`config.mk`:
```
export PLATFORM = sky130hd
export DESIGN_NAME = node_loader
export DESIGN_NICKNAME = d
export VERILOG_FILES = /design/src/design/kd_tree_pkg.sv /design/src/design/node_loader.sv
export VERILOG_INCLUDE_DIRS = /design/src /design/src/design
export SDC_FILE = /design/constraint.sdc
export NUM_CORES = 1
export LEC_CHECK = 0
export ABC_AREA = 1
export BUFFER_PORTS_ARGS = -buffer_cell sky130_fd_sc_hd__clkbuf_2
export CAP_MARGIN = 25
export CORE_MARGIN = 1
export CORE_UTILIZATION = 44
export CTS_CLUSTER_DIAMETER = 60
export DETAILED_ROUTE_END_ITERATION = 8
export PLACE_DENSITY_LB_ADDON = 0.15
export SETUP_SLACK_MARGIN = 0.2
export SYNTH_ARGS = -nofsm -noshare
export SYNTH_HDL_FRONTEND = slang
export SYNTH_SLANG_ARGS = --single-unit
```
`constraint.sdc`:
```
create_clock -name clk -period 1.9 [get_ports clk]
set_input_delay 0.38 -clock clk [delete_from_list [all_inputs] [get_ports clk]]
set_output_delay 0.38 -clock clk [all_outputs]
set_load 0.005 [all_outputs]
```
`src/design/kd_tree_config.svh`:
```
/*
 widths and depths of the kd-tree search stage
 patch element and patch widths
 tree depth and internal node count
 leaf index, node address and node word widths
*/
`ifndef KD_TREE_CONFIG_SVH
`define KD_TREE_CONFIG_SVH

// one patch element, also one half of a node word
`define KD_ELEM_WIDTH 11
// elements per patch
`define KD_ELEMS 5
`define KD_PATCH_WIDTH 55

// six levels of internal nodes, heap ordered
`define KD_DEPTH 6
`define KD_NODES 63

// leaf index after the last level
`define KD_LEAF_WIDTH 6
`define KD_NODE_ADDR_WIDTH 6
// split index over median
`define KD_NODE_WIDTH 22

`endif

```
`src/design/kd_tree_pkg.sv`:
```
/*
 shared types of the kd-tree search stage
 node word layout, host port opcodes, node load modes
*/
`include "kd_tree_config.svh"

package kd_tree_pkg;

    // upper half split index, lower half median
    // only idx[2:0] is looked at by a node
    typedef struct packed {
        logic [`KD_NODE_WIDTH-`KD_ELEM_WIDTH-1:0] idx;
        logic [`KD_ELEM_WIDTH-1:0]                median;
    } node_word_t;

    // host port operations
    // write lo holds the median, write hi commits the whole node
    typedef enum logic [1:0] {
        CFG_WR_LO = 2'd0,
        CFG_WR_HI = 2'd1,
        CFG_RD_LO = 2'd2,
        CFG_RD_HI = 2'd3
    } cfg_op_e;

    // who owns the node write port
    typedef enum logic {
        MODE_STREAM = 1'b0,
        MODE_HOST   = 1'b1
    } load_mode_e;

endpackage

```
`src/design/node_loader.sv`:
```
/*
 node write source for the kd-tree
 stream address counter with restart
 host port half-word assembly, read mux and ack
 stream and host writes selected by the load mode
*/
`timescale 1ns/1ns
`include "kd_tree_config.svh"

module node_loader (
    input  logic                           clk,
    input  logic                           rst_n,
    input  kd_tree_pkg::load_mode_e        mode_i,
    input  logic                           node_wr_i,
    input  kd_tree_pkg::node_word_t        node_data_i,
    input  logic                           load_restart_i,
    input  logic                           cfg_stb_i,
    input  kd_tree_pkg::cfg_op_e           cfg_op_i,
    input  logic [`KD_NODE_ADDR_WIDTH-1:0] cfg_addr_i,
    input  logic [`KD_ELEM_WIDTH-1:0]      cfg_data_i,
    output logic                           cfg_ack_o,
    output logic [`KD_ELEM_WIDTH-1:0]      cfg_rdata_o,
    output logic                           node_we_o,
    output logic [`KD_NODE_ADDR_WIDTH-1:0] node_waddr_o,
    output kd_tree_pkg::node_word_t        node_wdata_o,
    output logic [`KD_NODE_ADDR_WIDTH-1:0] node_raddr_o,
    input  kd_tree_pkg::node_word_t        node_rdata_i
);
    import kd_tree_pkg::*;

    logic [`KD_NODE_ADDR_WIDTH-1:0] waddr_q;
    logic [`KD_ELEM_WIDTH-1:0]      med_q;
    logic                           ack_q;
    logic [`KD_ELEM_WIDTH-1:0]      rdata_q;
    logic [`KD_ELEM_WIDTH-1:0]      rdata_d;
    logic                           host_stb;
    logic                           host_we;
    logic                           stream_we;

    // host strobes only count in host mode
    assign host_stb = cfg_stb_i && (mode_i == MODE_HOST);
    assign host_we  = host_stb && (cfg_op_i == CFG_WR_HI);

    // stream write, dropped once the counter sits past the last node
    assign stream_we = node_wr_i && (mode_i == MODE_STREAM)
                       && (waddr_q != `KD_NODE_ADDR_WIDTH'(`KD_NODES));

    // write strobe straight to the nodes, lands on the sampling edge
    assign node_we_o    = stream_we || host_we;
    assign node_waddr_o = (mode_i == MODE_HOST) ? cfg_addr_i : waddr_q;
    assign node_wdata_o = (mode_i == MODE_HOST) ? {cfg_data_i, med_q} : node_data_i;

    // tree answers the host address combinationally
    assign node_raddr_o = cfg_addr_i;

    // read half select, zero for anything but a read
    always_comb begin
        rdata_d = '0;
        if (host_stb) begin
            case (cfg_op_i)
                CFG_RD_LO: rdata_d = node_rdata_i.median;
                CFG_RD_HI: rdata_d = node_rdata_i.idx;
                default:   rdata_d = '0;
            endcase
        end
    end

    always_ff @(posedge clk) begin
        if (!rst_n) begin
            waddr_q <= '0;
            med_q   <= '0;
            ack_q   <= 1'b0;
            rdata_q <= '0;
        end else begin
            // restart wins over a same-cycle increment
            if (load_restart_i) begin
                waddr_q <= '0;
            end else if (stream_we) begin
                waddr_q <= waddr_q + 1'b1;
            end
            // pending median until the hi half arrives
            if (host_stb && (cfg_op_i == CFG_WR_LO)) begin
                med_q <= cfg_data_i;
            end
            ack_q   <= host_stb;
            rdata_q <= rdata_d;
        end
    end

    assign cfg_ack_o   = ack_q;
    assign cfg_rdata_o = rdata_q;

endmodule

```
# --- Word-level counts from Yosys, hierarchy flattened ---
# Index checks and enable logic that the tools add are counted.
op_classes:
  addsub: 1
  mul: 0
  n_div: 0
  n_lt_le_gt_ge: 0
  eq_ne: 4
  shift: 0
  n_mux: 3
  n_bitwise: 2
  reduce_logical: 9
op_table:
  columns: ["op", "n"]
  rows:
  - ["two-way mux 22 bit", 1]
  - ["one-hot mux 11 bit (2 select lines)", 1]
  - ["adder 6 x 1 -> 6 bit, second input constant", 1]
  - ["two-way mux 6 bit", 1]
  - ["!= test 6 bit, second input constant", 1]
  - ["logical AND 1 bit", 5]
  - ["equality test 2 bit, second input constant", 2]
  - ["equality test 2 x 1 -> 1 bit, second input constant", 1]
  - ["zero test 2 bit", 1]
  - ["inverter 1 bit", 2]
  - ["AND reduction 2 bit", 1]
  - ["OR reduction 2 bit", 1]
  - ["logical OR 1 bit", 1]
totals:
  register_bits: 29
  latchBits: 0
  ramBits: 0
  romBits: 0
  in_bits: 69
  output_inout_bits: 47
  n_memories: 0

# --- Logic depth before layout (Yosys ltp) ---
depth:
  ltp_word: 4
  depth_mapped: 8

# --- Worst setup path after synthesis ---
# Ideal clock, no wire load.
synth_path:
  path_type: "register -> output"
  from: "reg waddr_q[0]"
  to: "out node_we_o"
  t_arrival_ps: 1033
  setup_slack_ps: 487
  path_stages_with_launch: 7
  path_buffers: 0
  path_cell_list: "dfxtp_1 -> ha_1 -> clkinv_1 -> nor2_4 -> nand2_2 -> nand2_4 -> o31ai_1"
synth_between:
  elab_chain_len: 3
synth_lines:
  columns: ["element", "line_no", "rtl"]
  rows:
  - ["start, declared", "node_loader.sv:31", "logic [`KD_NODE_ADDR_WIDTH-1:0] waddr_q;"]
  - ["start signal, assigned", "node_loader.sv:79", "waddr_q <= waddr_q + 1'b1;"]
  - ["!= test 6 bit", "node_loader.sv:46", "&& (waddr_q != `KD_NODE_ADDR_WIDTH'(`KD_NODES));"]
  - ["logical AND 1 bit", "node_loader.sv:45", "assign stream_we = node_wr_i && (mode_i == MODE_STREAM)"]
  - ["logical OR 1 bit", "node_loader.sv:49", "assign node_we_o = stream_we || host_we;"]
  - ["end, declared", "node_loader.sv:23", "output logic node_we_o,"]
# No other way between the ends.

# --- Final worst setup path ---
layout_path:
  from: "reg waddr_q[1]"
  to: "out node_we_o"
# The elaborated chain is that of the path after synthesis.

==> results.py <==
metrics = {
    "job": {
        "number_of_max_capacitance_violations_reported": 0,
    },
    "setup_path": {
        "timing.rr.start": "waddr_q[1]$_SDFFE_PP0P_",
        "critPathSlowestCell": "sky130_fd_sc_hd__dfxtp_4",
        "setup.worst_path.start": "waddr_q[1]$_SDFFE_PP0P_",
        "path_common_cell": "sky130_fd_sc_hd__nand2_4",
        "critPathRequiredTime_ns": 1.52,
        "worst_setup_path_end_kind": "output pin",
        "slowest_delay_ns": 0.36,
        "worstSetupStartpointType": "register",
        "timing.critical_path.max_delay_family": "flip-flops",
        "timing_worst_setup_path_type": "register to output pin",
        "critPathArrivalTime_ns": 1.30,
        "timing.critical_path.fanout_max": 2,
        "cp_cell_sequence": "ha_4 -> inv_4 -> nor2_4 -> nand2_4 -> nand2_4 -> o31ai_2 -> buf_2",
        "critical_path_buf_inv_count": 2,
    },
    "power_and_ir_drop": {
        "switchingPower_uw": 346,
        "combinationalPowerShare_pct": 21.7,
        "power_frac_clock_pct": 27.6,
        "fraction_of_power_spent_switching_nets_pct": 27.9,
        "total_leakage_power_uw": 0.00130,
        "p_int_uw": 893,
        "cell_area_power_density_mw_per_mm2": 540,
        "power.sequential.fraction_pct": 50.7,
        "worst_ir_drop_vdd_v": 0.000473,
    },
    "route": {
        "route.antenna.remaining_nets": 0,
        "routedWlPerCell_um": 10.1,
        "drtIter0Drc": 86,
        "wire_length_reported_by_the_detailed_router_mm": 4.18,
        "num_vias": 1900,
        "avgViaCountPerCell": 4.61,
        "drt_pass1_iterations": 4,
        "drc_violation_count_after_routing": 0,
    },
    "clock_tree": {
        "holdBufCountCts": 0,
        "clk_transition_reported_paths_ns": 0.09,
        "clk_latency_ns": 0.32,
        "clk_root_buffer_cell": "sky130_fd_sc_hd__clkbuf_4",
        "clock_path_buffers": 2,
        "numClockSinks": 29,
        "tritoncts_clock_tree": "yes",
        "cts_buffers": 5,
        "cts-htree-levels": 2,
    },
    "sta": {
        "max_slew.worst_pin.slew_ns": 0.290,
        "post-route-period-util_pct": 88.6,
        "timing.final.crit_period_ns": 1.68,
        "worst_clock_skew_ns": 0.00465,
        "fmax_mhz": 594,
        "grt_setup_unrepaired": "yes",
        "maxSlewHeadroom_pct": 80.7,
        "timing.setup.tns_ns": 0,
        "hold_violations": 0,
        "whs_ns": 0.298,
        "worst_slack_ns": 0.216,
        "finalSetupViolations": 0,
        "slew_violations": 0,
    },
    "grt": {
        "grt_pass1_wl_mm": 7.06,
        "grt_use_met1_pct": 26.3,
        "groute.layer.met2.usage_pct": 38.7,
        "via_count_of_the_first_global_routing_pass": 1686,
        "grt_remaining_overflow": 0,
        "gr-usage-met3_pct": 5.66,
        "layer_with_the_highest_usage": "met2",
        "antenna_violations_before_repair": 0,
        "pin_count_of_the_biggest_net_entering_global_routing": 25,
        "grt_util_all_layers_pct": 22.4,
    },
    "floorplan": {
        "die_w_um": 62.4,
        "ioPinCount": 116,
        "floorplan.initialDensity_pct": 47.0,
        "num_rows": 21,
        "design.core.area_mm2": 0.00342,
        "fp.dieH_um": 62.4,
        "dieArea_mm2": 0.00389,
    },
    "final_layout": {
        "area_growth_syn_to_layout_pct": 43.0,
        "final-seq-area_um2": 588,
        "design.final.nets": 435,
        "final_util_pct": 67.1,
        "fillCellCount": 342,
        "proportion_of_layout_cells_with_a_drive_suffix_above_1_pct": 41.3,
        "multi_input_comb_area_um2": 867,
        "n_antenna_cell": 0,
    },
    "min_path": {
        "worstHoldStart": "node_rdata_i[0]",
        "hp-class": "primary input to register",
    },
    "synth": {
        "synth.net_count": 322,
        "synth.lib_cells_used.distinct": 23,
        "post_synth_inst_count": 252,
        "post_synthesis_cell_area_mm2": 0.00160,
        "postSynthRegisterBits": 29,
        "synth-warning-count": 0,
        "synth_sequential_area_ratio_pct": 36.2,
        "syn-mean-instance-area_um2": 6.37,
    },
    "placement": {
        "routabilityCongestion": 0.875,
        "buffer_ports.inserted": 115,
        "place_worst_setup_slack_ns": 0.280,
        "dp_hpwl_mm": 3.11,
    },
    "run_status": {
        "run_status": "finished clean",
    },
}
-- power by group through the flow --
| stage | sequential, uW | clock (uW) | combinational, uW |
|---|---|---|---|
| final | 627 | 342 | 269 |
| after global routing | 629 | 386 | 304 |
| after CTS | 628 | 358 | 270 |
| after detailed placement | 643 | 0 | 264 |
| after global placement | 643 | 0 | 260 |
| after floorplan | 642 | 0 | 128 |
-- cells by family (layout without fill, tap and decap cells) --
group                    after synthesis  in the layout  share of synthesized area (%)
AND/OR/NAND/NOR                      153            153                           40.9
buffers and inverters                 35            149                           11.2
AO/OA/AOI/OAI                         33             33                           10.5
flip-flops                            29             29                           36.2
adder cells (fa/ha/maj)                1              1                          0.780
XOR/XNOR                               1              1                          0.546
-- layout by cell type, fill, tap and decap left out, types with 3 or more instances in the layout --
cell,netlist,layout
sky130_fd_sc_hd__nor2_1,29,29
sky130_fd_sc_hd__inv_1,11,11
sky130_fd_sc_hd__o21ai_1,12,12
sky130_fd_sc_hd__clkbuf_2,0,114
sky130_fd_sc_hd__a21oi_1,14,14
sky130_fd_sc_hd__buf_4,7,10
sky130_fd_sc_hd__inv_2,3,3
sky130_fd_sc_hd__clkbuf_4,0,5
sky130_fd_sc_hd__dfxtp_1,29,25
sky130_fd_sc_hd__nand3_1,25,25
sky130_fd_sc_hd__nand2_1,89,89
sky130_fd_sc_hd__dfxtp_2,0,3
sky130_fd_sc_hd__o21ai_0,6,6
-- path summary, 6_finish.rpt --
check,end,slack [ns],cells after the start
max reg2reg,waddr_q[2]$_SDFFE_PP0P_,0.66,8
max,node_we_o,0.22,7
min,cfg_rdata_o[0]$_SDFF_PN0_,0.30,3
min reg2reg,waddr_q[3]$_SDFFE_PP0P_,0.51,2
-- sequential cells by signal, indices dropped and copies added, names as in the netlist --
register,flops
cfg_rdata_o,11
med_q,11
waddr_q,6
cfg_ack_o,1
-- per-layer routing --
metal | routed length [um] | part of all wire, %
met1 | 1780 | 43
met2 | 2030 | 49
met3 | 307 | 7.3
met4 | 53 | 1.3
met5 | 0 | 0
-- stage by stage --
step	power [uW]	std cells	area, um^2
global placement	903	398	2160
floorplan	770	252	1600
global route	1320	412	2290
finish	1240	412	2290
CTS	1260	409	2260
detailed placement	907	398	2160
-- synthesized netlist by cell type --
library cell / n / area share, %
sky130_fd_sc_hd__buf_6: 2 / 1.4
sky130_fd_sc_hd__dfxtp_1: 29 / 36
sky130_fd_sc_hd__o21ai_0: 6 / 1.9
sky130_fd_sc_hd__nor2_4: 2 / 1.4
sky130_fd_sc_hd__buf_4: 7 / 3.3
sky130_fd_sc_hd__nand2_1: 89 / 21
sky130_fd_sc_hd__o21ai_1: 12 / 3.7
sky130_fd_sc_hd__nor2_2: 1 / 0.39
sky130_fd_sc_hd__ha_1: 1 / 0.78
sky130_fd_sc_hd__clkinv_1: 1 / 0.23
sky130_fd_sc_hd__nand2_2: 3 / 1.2
sky130_fd_sc_hd__xor2_1: 1 / 0.55
sky130_fd_sc_hd__nand4_1: 2 / 0.78
sky130_fd_sc_hd__clkbuf_1: 6 / 1.4
sky130_fd_sc_hd__nand3_1: 25 / 7.8
sky130_fd_sc_hd__nor2_1: 29 / 6.8
sky130_fd_sc_hd__buf_2: 5 / 1.6
sky130_fd_sc_hd__nor3_4: 1 / 1.0
sky130_fd_sc_hd__a21oi_1: 14 / 4.4
sky130_fd_sc_hd__inv_2: 3 / 0.70
sky130_fd_sc_hd__nand2_4: 1 / 0.70
sky130_fd_sc_hd__o31ai_1: 1 / 0.47
sky130_fd_sc_hd__inv_1: 11 / 2.6
-- cell type report --
type,count,share of cell area (%)
clock buffer,6,1.80
clock inverter,2,0.436
inverter,15,2.56
multi-input combinational,188,37.8
sequential,29,25.6
tap,46,2.51
timing repair buffer,126,29.2
-- worst min-delay path: stages --
cell and delay, ns:
sky130_fd_sc_hd__clkbuf_2 0.08, sky130_fd_sc_hd__nand3_1 0.07, sky130_fd_sc_hd__a21oi_1 0.05
-- repair_timing --
item / 4_1_cts / 5_1_grt
cloned: 0 / 0
pin swaps: 3 / 4
setup endpoints to repair: 1 / 2
endpoints found under the hold margin: 0 / 0
setup buffers: 3 / 3
gates resized for setup: 8 / 4
Power figures use the tool's default switching activity.
